[config.mk]
export PLATFORM = sky130hd
export DESIGN_NAME = periphTop
export DESIGN_NICKNAME = d
export VERILOG_FILES = /design/src/logic/periphPkg.sv /design/src/logic/apbDecode.sv /design/src/logic/gpioReg.sv /design/src/logic/inputDebounce.sv /design/src/logic/periphTop.sv /design/src/logic/readMux.sv /design/src/logic/segScan.sv
export SDC_FILE = /design/constraint.sdc
export NUM_CORES = 1
export LEC_CHECK = 0
export ABC_AREA = 1
export BUFFER_PORTS_ARGS = -buffer_cell sky130_fd_sc_hd__buf_2
export CAP_MARGIN = 20
export CORE_ASPECT_RATIO = 1.4
export CORE_MARGIN = 3
export CORE_UTILIZATION = 40
export CTS_CLUSTER_SIZE = 40
export DETAILED_ROUTE_END_ITERATION = 16
export SLEW_MARGIN = 15
export SYNTH_ARGS = -nofsm -noshare
export SYNTH_HDL_FRONTEND = slang
export SYNTH_SLANG_ARGS = --single-unit
[constraint.sdc]
create_clock -name clk -period 2.8 [get_ports clk]
set_clock_uncertainty 0.1 [all_clocks]
set_input_delay 0.14 -clock clk [delete_from_list [all_inputs] [get_ports clk]]
set_output_delay 0.14 -clock clk [all_outputs]
set_load 0.02 [all_outputs]
[src/logic/periphPkg.sv]
package periphPkg;

	//////////////////////////////
	// Bus and register widths
	//////////////////////////////

	// Byte address on the APB port
	typedef logic [7:0] apbAddr;

	// One register word
	typedef logic [31:0] regWord;

	// Byte lanes of a write, same as pstrb
	typedef logic [3:0] byteStrobe;

	// Word index, address bits 7 to 2
	typedef logic [5:0] regIndex;

	//////////////////////////////
	// Register map
	//////////////////////////////

	// Read-only inputs
	localparam regIndex IDX_SWITCH = 6'd0;
	localparam regIndex IDX_BUTTON = 6'd1;

	// Writable registers
	localparam regIndex IDX_SEG = 6'd2;
	localparam regIndex IDX_LED = 6'd3;
	localparam regIndex IDX_SEGCTRL = 6'd4;

	//////////////////////////////
	// Decode FSM
	//////////////////////////////

	// READWAIT is the single wait state of a read
	typedef enum logic {
		IDLE,
		READWAIT
	} decodeState;

endpackage

[src/logic/apbDecode.sv]
`timescale 1ns/1ps

module apbDecode import periphPkg::*; (
	input logic clk,
	input logic rst,
	input logic psel,
	input logic penable,
	input logic pwrite,
	input apbAddr paddr,
	output logic segWr,
	output logic ledWr,
	output logic ctrlWr,
	output logic rdLoad,
	output regIndex rdIndex,
	output logic pready,
	output logic pslverr
);

	decodeState state;
	decodeState stateNext;
	regIndex index;
	logic access;
	logic accessWr;
	logic accessRd;
	logic invalidIdx;
	logic readOnlyIdx;

	// Word index from the byte address
	assign index = paddr[7:2];
	assign rdIndex = index;

	//////////////////////////////
	// Access classification
	//////////////////////////////

	// First access cycle only, READWAIT blocks a second load
	assign access = psel && penable;
	assign accessWr = access && pwrite && (state == IDLE);
	assign accessRd = access && !pwrite && (state == IDLE);

	assign invalidIdx = index > IDX_SEGCTRL;
	assign readOnlyIdx = (index == IDX_SWITCH) || (index == IDX_BUTTON);

	// One-cycle write pulses to the registers
	assign segWr = accessWr && (index == IDX_SEG);
	assign ledWr = accessWr && (index == IDX_LED);
	assign ctrlWr = accessWr && (index == IDX_SEGCTRL);

	// Read data is captured at the end of the first access cycle
	assign rdLoad = accessRd;

	//////////////////////////////
	// Phase FSM
	//////////////////////////////

	always_comb
	begin
		stateNext = state;
		case (state)
			IDLE:
				if (accessRd)
					stateNext = READWAIT;
			READWAIT:
				stateNext = IDLE;
			default:
				stateNext = IDLE;
		endcase
	end

	always_ff @(posedge clk)
	begin
		if (rst)
			state <= IDLE;
		else
			state <= stateNext;
	end

	// Writes finish at once, reads after the wait state
	assign pready = accessWr || (state == READWAIT);
	assign pslverr = pready && (invalidIdx || (pwrite && readOnlyIdx));

	// Master side of the protocol
	penableNeedsPsel: assert property (@(posedge clk) disable iff (rst)
		penable |-> psel);

	// A response needs the master to still be in its access phase
	readyInAccess: assert property (@(posedge clk) disable iff (rst)
		pready |-> (psel && penable));

endmodule

[src/logic/gpioReg.sv]
`timescale 1ns/1ps

module gpioReg import periphPkg::*; (
	input logic clk,
	input logic rst,
	input logic wr,
	input regWord din,
	input byteStrobe strb,
	output regWord q
);

	//////////////////////////////
	// Byte-lane register
	//////////////////////////////

	always_ff @(posedge clk)
	begin
		if (rst)
		begin
			q <= '0;
		end
		else if (wr)
		begin
			// Only lanes with a strobe bit set change
			for (int lane = 0; lane < 4; lane++)
			begin
				if (strb[lane])
					q[lane*8 +: 8] <= din[lane*8 +: 8];
			end
		end
	end

endmodule

[src/logic/inputDebounce.sv]
`timescale 1ns/1ps

module inputDebounce #(
	parameter int WIDTH = 16,
	parameter int SAMPLE_DIV = 50000,
	parameter int FILTER_LEN = 4
)(
	input logic clk,
	input logic rst,
	input logic [WIDTH-1:0] raw,
	output logic [WIDTH-1:0] clean
);

	localparam int DIV_W = $clog2(SAMPLE_DIV + 1);
	localparam int CNT_W = $clog2(FILTER_LEN + 1);

	logic [WIDTH-1:0] syncA;
	logic [WIDTH-1:0] syncB;
	logic [DIV_W-1:0] divCnt;
	logic sampleTick;
	logic [CNT_W-1:0] runCnt [WIDTH];

	// Two-flop synchronizer per input bit
	always_ff @(posedge clk)
	begin
		if (rst)
		begin
			syncA <= '0;
			syncB <= '0;
		end
		else
		begin
			syncA <= raw;
			syncB <= syncA;
		end
	end

	//////////////////////////////
	// Sample tick
	//////////////////////////////

	assign sampleTick = (divCnt == DIV_W'(SAMPLE_DIV - 1));

	always_ff @(posedge clk)
	begin
		if (rst || sampleTick)
			divCnt <= '0;
		else
			divCnt <= divCnt + 1'b1;
	end

	//////////////////////////////
	// Stability filter
	//////////////////////////////

	// Counts samples in a row that differ from clean
	always_ff @(posedge clk)
	begin
		if (rst)
		begin
			clean <= '0;
			for (int i = 0; i < WIDTH; i++)
				runCnt[i] <= '0;
		end
		else if (sampleTick)
		begin
			for (int i = 0; i < WIDTH; i++)
			begin
				if (syncB[i] == clean[i])
				begin
					runCnt[i] <= '0;
				end
				else if (runCnt[i] == CNT_W'(FILTER_LEN - 1))
				begin
					clean[i] <= syncB[i];
					runCnt[i] <= '0;
				end
				else
				begin
					runCnt[i] <= runCnt[i] + 1'b1;
				end
			end
		end
	end

endmodule

[src/logic/periphTop.sv]
`timescale 1ns/1ps

module periphTop import periphPkg::*; #(
	parameter int SW_WIDTH = 16,
	parameter int BTN_WIDTH = 5,
	parameter int SAMPLE_DIV = 50000,
	parameter int FILTER_LEN = 4,
	parameter int SCAN_DIV = 100000,
	parameter int BLINK_DIV = 25
)(
	input logic clk,
	input logic rst,
	input logic psel,
	input logic penable,
	input logic pwrite,
	input apbAddr paddr,
	input regWord pwdata,
	input byteStrobe pstrb,
	input logic [SW_WIDTH-1:0] sw,
	input logic [BTN_WIDTH-1:0] btn,
	output regWord prdata,
	output logic pready,
	output logic pslverr,
	output logic [15:0] led,
	output logic [7:0] segment,
	output logic [7:0] anode
);

	logic segWr;
	logic ledWr;
	logic ctrlWr;
	logic rdLoad;
	regIndex rdIndex;
	regWord segQ;
	regWord ledQ;
	regWord ctrlQ;
	logic [SW_WIDTH-1:0] swClean;
	logic [BTN_WIDTH-1:0] btnClean;

	//////////////////////////////
	// Decode stage
	//////////////////////////////

	apbDecode decode_i (.clk(clk), .rst(rst), .psel(psel), .penable(penable),
		.pwrite(pwrite), .paddr(paddr), .segWr(segWr), .ledWr(ledWr), .ctrlWr(ctrlWr),
		.rdLoad(rdLoad), .rdIndex(rdIndex), .pready(pready), .pslverr(pslverr));

	//////////////////////////////
	// Execute blocks
	//////////////////////////////

	gpioReg segReg (.clk(clk), .rst(rst), .wr(segWr), .din(pwdata), .strb(pstrb),
		.q(segQ));
	gpioReg ledReg (.clk(clk), .rst(rst), .wr(ledWr), .din(pwdata), .strb(pstrb),
		.q(ledQ));
	gpioReg ctrlReg (.clk(clk), .rst(rst), .wr(ctrlWr), .din(pwdata), .strb(pstrb),
		.q(ctrlQ));

	// Board LEDs show the low half only
	assign led = ledQ[15:0];

	inputDebounce #(.WIDTH(SW_WIDTH), .SAMPLE_DIV(SAMPLE_DIV), .FILTER_LEN(FILTER_LEN))
		swFilter (.clk(clk), .rst(rst), .raw(sw), .clean(swClean));
	inputDebounce #(.WIDTH(BTN_WIDTH), .SAMPLE_DIV(SAMPLE_DIV), .FILTER_LEN(FILTER_LEN))
		btnFilter (.clk(clk), .rst(rst), .raw(btn), .clean(btnClean));

	segScan #(.SCAN_DIV(SCAN_DIV), .BLINK_DIV(BLINK_DIV)) scan_i (.clk(clk), .rst(rst),
		.data(segQ), .ctrl(ctrlQ), .segment(segment), .anode(anode));

	//////////////////////////////
	// Result stage
	//////////////////////////////

	readMux #(.SW_WIDTH(SW_WIDTH), .BTN_WIDTH(BTN_WIDTH)) mux_i (.clk(clk), .rst(rst),
		.rdLoad(rdLoad), .rdIndex(rdIndex), .switches(swClean), .buttons(btnClean),
		.seg(segQ), .led(ledQ), .segCtrl(ctrlQ), .prdata(prdata));

endmodule

[src/logic/readMux.sv]
`timescale 1ns/1ps

module readMux import periphPkg::*; #(
	parameter int SW_WIDTH = 16,
	parameter int BTN_WIDTH = 5
)(
	input logic clk,
	input logic rst,
	input logic rdLoad,
	input regIndex rdIndex,
	input logic [SW_WIDTH-1:0] switches,
	input logic [BTN_WIDTH-1:0] buttons,
	input regWord seg,
	input regWord led,
	input regWord segCtrl,
	output regWord prdata
);

	regWord selWord;

	//////////////////////////////
	// Word select
	//////////////////////////////

	// Input banks are zero-extended to a full word
	always_comb
	begin
		case (rdIndex)
			IDX_SWITCH: selWord = regWord'(switches);
			IDX_BUTTON: selWord = regWord'(buttons);
			IDX_SEG: selWord = seg;
			IDX_LED: selWord = led;
			IDX_SEGCTRL: selWord = segCtrl;
			// Unmapped words read as zero
			default: selWord = '0;
		endcase
	end

	//////////////////////////////
	// Read data register
	//////////////////////////////

	// Holds between loads so prdata is stable in the ready cycle
	always_ff @(posedge clk)
	begin
		if (rst)
			prdata <= '0;
		else if (rdLoad)
			prdata <= selWord;
	end

endmodule

[src/logic/segScan.sv]
`timescale 1ns/1ps

module segScan import periphPkg::*; #(
	parameter int SCAN_DIV = 100000,
	parameter int BLINK_DIV = 25
)(
	input logic clk,
	input logic rst,
	input regWord data,
	input regWord ctrl,
	output logic [7:0] segment,
	output logic [7:0] anode
);

	localparam int SCAN_W = $clog2(SCAN_DIV + 1);

	logic [SCAN_W-1:0] scanCnt;
	logic [2:0] digit;
	logic [BLINK_DIV-1:0] blinkCnt;
	logic [3:0] nibble;
	logic [6:0] hexSeg;
	logic blankAll;

	//////////////////////////////
	// Digit pointer and blink
	//////////////////////////////

	always_ff @(posedge clk)
	begin
		if (rst)
		begin
			scanCnt <= '0;
			digit <= '0;
		end
		else if (scanCnt == SCAN_W'(SCAN_DIV - 1))
		begin
			scanCnt <= '0;
			// Wraps from 7 back to 0
			digit <= digit + 1'b1;
		end
		else
		begin
			scanCnt <= scanCnt + 1'b1;
		end
	end

	always_ff @(posedge clk)
	begin
		if (rst)
			blinkCnt <= '0;
		else
			blinkCnt <= blinkCnt + 1'b1;
	end

	// Upper half of the blink period is the off half
	assign blankAll = ctrl[16] && blinkCnt[BLINK_DIV-1];

	//////////////////////////////
	// Hex decode, active low gfedcba
	//////////////////////////////

	assign nibble = data[digit*4 +: 4];

	always_comb
	begin
		case (nibble)
			4'h0: hexSeg = 7'h40;
			4'h1: hexSeg = 7'h79;
			4'h2: hexSeg = 7'h24;
			4'h3: hexSeg = 7'h30;
			4'h4: hexSeg = 7'h19;
			4'h5: hexSeg = 7'h12;
			4'h6: hexSeg = 7'h02;
			4'h7: hexSeg = 7'h78;
			4'h8: hexSeg = 7'h00;
			4'h9: hexSeg = 7'h10;
			4'hA: hexSeg = 7'h08;
			4'hB: hexSeg = 7'h03;
			4'hC: hexSeg = 7'h46;
			4'hD: hexSeg = 7'h21;
			4'hE: hexSeg = 7'h06;
			default: hexSeg = 7'h0E;
		endcase
	end

	// Outputs registered so segment and anode switch together
	always_ff @(posedge clk)
	begin
		if (rst)
		begin
			anode <= 8'hFF;
			segment <= 8'hFF;
		end
		else
		begin
			anode <= 8'hFF;
			if (ctrl[digit] && !blankAll)
				anode[digit] <= 1'b0;
			segment <= {~ctrl[8 + digit], hexSeg};
		end
	end

	// Never two digits lit at once
	oneDigitLit: assert property (@(posedge clk) disable iff (rst)
		$onehot0(~anode));

endmodule

==> summary.md <==
| Metric | Value |
|---|---|
| Post-synthesis sequential area ratio | 47.2% |
| CTS Buf Count | 37 |
| LEAKAGE | 7.67 nW |
| Largest family of logic cells by synthesized area | simple AND/OR/NAND/NOR gates |
| Clock Latency Late Sink | 0.53 ns |
| Total clock sinks | 348 |
| Worst path max stage delay | 0.57 ns |
| Starting Density | 40.6% |
| Die Footprint | 42700 µm² |
| FFs w/ async S/R, synth | 0% |
| Unrepaired setup endpoints after global routing | no |
| Number of distinct library cells after synthesis | 42 |
| Post-Place Setup Slack | 0.444 ns |
| Area delta synth->final | 17.8% |
| Final Util | 47.9% |
| Number of synthesized flops with an enable pin | 63 |
| VDD IR max | 0.421 mV |
| Drt drc | 0 |
| Compound-Gate Fraction of Synth Area | 11.3% |
| Clock Pin Slew Worst Setup and Hold Paths | 0.06 ns |
| Power per cell area | 563 nW/µm² |
| FMAX | 411 MHz |
| Slowest CP cell | dfxtp_1 |
| Root buf cell | clkbuf_16 |
| Commonest non-fill, non-tap cell in the layout | nand2_1 |
| Number of max-cap violations | 0 |
| DR pass1 iterations | 5 |
| Deepest clock path buffer count | 3 |
| First-pass GRT wire length | 67600 µm |
| Commonest cells after routing, fill and taps aside | nand2_1, nor2_1, inv_1, dfxtp_1, a21oi_1 |
| Final WS setup | 0.366 ns |
| Via count | 14.0k |
| Status | completed |
| Seq pwr share | 49.0% |
| Worst min path class | input port to flop |
| Top delay family on crit path | simple AND/OR/NAND/NOR gates |
| Adder-Cell Fraction of Synth Area | 4.12% |
| DP HPWL | 30400 µm |
| Synth Cell Area | 16100 µm² |
| Worst EP required | 3.09 ns |
| Initial antenna violation count | 0 |
| Largest net degree at the start of global routing | 61 |
| Critical path cell sequence | inv_1, nand2_1, nor2_1, nand2_1, nand3_1, nor2_1, inv_1, ha_1, nand2_1, nand3_1, nand2_1, nand2_1 |
| Total wire length | 41900 µm |
| Cell internal pwr | 0.00834 W |
| I/O pins | 136 |
| #FFs+latches synth | 348 |
| Iter 0 DRT Violations | 759 |
| Final setup fails | 0 |
| Final period util | 86.9% |
| Layout cell share with drive strength beyond 1 | 11.4% |
| Post-layout minimum cycle time | 2.43 ns |
| Die width | 176 µm |
| Mux cell area share after synthesis | 0% |
| Max Transition Viols Final | 0 |
| Ant diodes | 0 |
| Top FF cell, synth | dfxtp_1 |
| Yosys Warn Count | 0 |
| Cell mode on critical path | nand2_1 |
| Gate power share | 4.7% |
| Port Buffer Count | 133 |
| Core Rows | 86 |
| Synth Area in XOR/XNOR | 1.52% |
| WP buf/inv | 2 |
| Net Count, Synth | 2233 |
| Hold Vio Cnt, Final | 0 |
| Switch share | 21.9% |
| Setup TNS | 0 ns |
| Routed WL per cell | 14.8 µm |
| Core Area | 39600 µm² |
| Clock share of power | 46.2% |
| Worst Tran Pin Value | 0.756 ns |
| Grt total ovfl | 0 |
| Die Height | 243 µm |
| Post-Syn Instances | 2110 |
| Worst relative slew slack | 49.1% |
| Crit-path max FO | 12 |
| RD Place Congestion | 0.930 |
| CTS tree | done |
| Synth Area in Simple Gates | 25.4% |
| Mean Syn Cell Area | 7.63 µm² |
| Nets@finish | 2399 |
| Net Sw Power | 0.00234 W |
| Post-route ant nets | 0 |
| Critical Path AT | 2.72 ns |
| Number of global-route vias before repair | 13.4k |
| Crit Path Class | flop to flop |
| Htree depth | 2 |
| # fillers | 4029 |
| Total track usage | 19.4% |
| Startpoint Class | flop |
| DR vias/cell | 4.95 |
| CP Capture Type | flop |
[cell type report]
type	count	area (µm²)	share of cell area [%]
clock inverter	10	83.8	0.442
multi-input combinational	1360	6810	35.9
tap	528	661	3.48
sequential	348	7600	40.1
clock buffer	53	1150	6.07
timing repair buffer	219	1480	7.83
inverter	310	1170	6.16
[worst min-delay path, stage by stage]
cell and delay, ns:
buf_2 0.12, nor2_2 0.09, nand4_1 0.07, nand3_1 0.06, o21bai_1 0.13, a21oi_1 0.06
[cell families after synthesis]
kind of cell,Yosys count
xor gates and xnor gates,28
AOI/OAI and AO/OA,356
DFF,348
buffers and inverters,402
and+or+nand+nor,923
adders and majority gates,53
[what timing repair did]
item / in CTS / in global routing
endpoints found under the setup margin: 0 / 0
endpoints found under the hold margin: 119 / 0
gates resized for setup: 0 / 0
setup buffers: 0 / 0
hold buffers: 58 / 0
[stage by stage]
stage,instance area [µm²],total power [W],std cells,hold slack (ns)
after floorplan,16100,0.00560,2110,0.147
after global placement,17100,0.00577,2707,0.245
after detailed placement,17100,0.00579,2707,0.247
after CTS,19000,0.0108,2828,0.0800
after global routing,19000,0.0111,2828,0.122
final,19000,0.0107,2828,0.104
[cells in the mapped netlist (2+ instances only)]
cell type,count,share of area [%]
dfxtp_1,285,35
buf_2,16,0.50
nand2_1,356,8.3
nor3_1,24,0.75
nor4_1,13,0.51
nand3b_1,2,0.093
nand3_1,117,3.6
nand4_1,55,2.1
xor2_1,14,0.76
nand3_2,6,0.37
or2_2,7,0.27
nand3_4,5,0.54
o21bai_1,5,0.23
inv_2,4,0.093
a21oi_1,204,6.3
nor2_2,7,0.27
nand2_2,2,0.078
buf_4,25,1.2
ha_1,53,4.1
o21ai_0,122,3.8
nor3b_1,15,0.70
clkbuf_1,40,0.93
nor2_4,3,0.21
a31oi_1,4,0.16
inv_1,302,7.0
nand2_4,2,0.14
buf_6,8,0.56
nor3_2,3,0.19
xnor2_1,14,0.76
clkinv_1,2,0.047
edfxtp_1,63,12
buf_1,3,0.070
nor2_1,305,7.1
o21ai_1,16,0.50
[final timing paths]
| kind | cells past startpoint | end | slack [ns] | start |
|---|---|---|---|---|
| max | 12 | scan_i.segment[3] | 0.37 | scan_i.digit[1] |
| min | 6 | mux_i.prdata[1] | 0.10 | paddr[2] |
| max reg2reg | 12 | scan_i.segment[3] | 0.37 | scan_i.digit[1] |
| min reg2reg | 2 | swFilter.syncB[2] | 0.30 | swFilter.syncA[2] |
[power groups by stage]
stage / clock network, W / logic [W] / registers, W
floorplan: 0 / 0.000269 / 0.00533
global placement: 0 / 0.000432 / 0.00534
detailed placement: 0 / 0.000442 / 0.00534
CTS: 0.00508 / 0.000508 / 0.00523
global route: 0.00527 / 0.000573 / 0.00524
finish: 0.00494 / 0.000504 / 0.00523
[state kept, by name, summed over array words and instances, names as in the netlist]
name	count
swFilter.runCnt	48
ctrlReg.q	32
ledReg.q	32
mux_i.prdata	32
segReg.q	32
scan_i.blinkCnt	25
scan_i.scanCnt	17
btnFilter.divCnt	16
swFilter.clean	16
swFilter.divCnt	16
swFilter.syncA	16
swFilter.syncB	16
btnFilter.runCnt	15
scan_i.anode	8
scan_i.segment	8
btnFilter.clean	5
btnFilter.syncA	5
btnFilter.syncB	5
scan_i.digit	3
decode_i.state	1
[per-layer routing]
metal | vias to the layer above | share of wire, % | GRT usage [%]
li1 | 7136 | - | -
met1 | 6461 | 42 | 23.2
met2 | 322 | 51 | 35.7
met3 | 70 | 4.2 | 2.34
met4 | 0 | 3.2 | 6.80
met5 | - | 0 | 0
No activity file was read; power rests on OpenSTA's default activity.
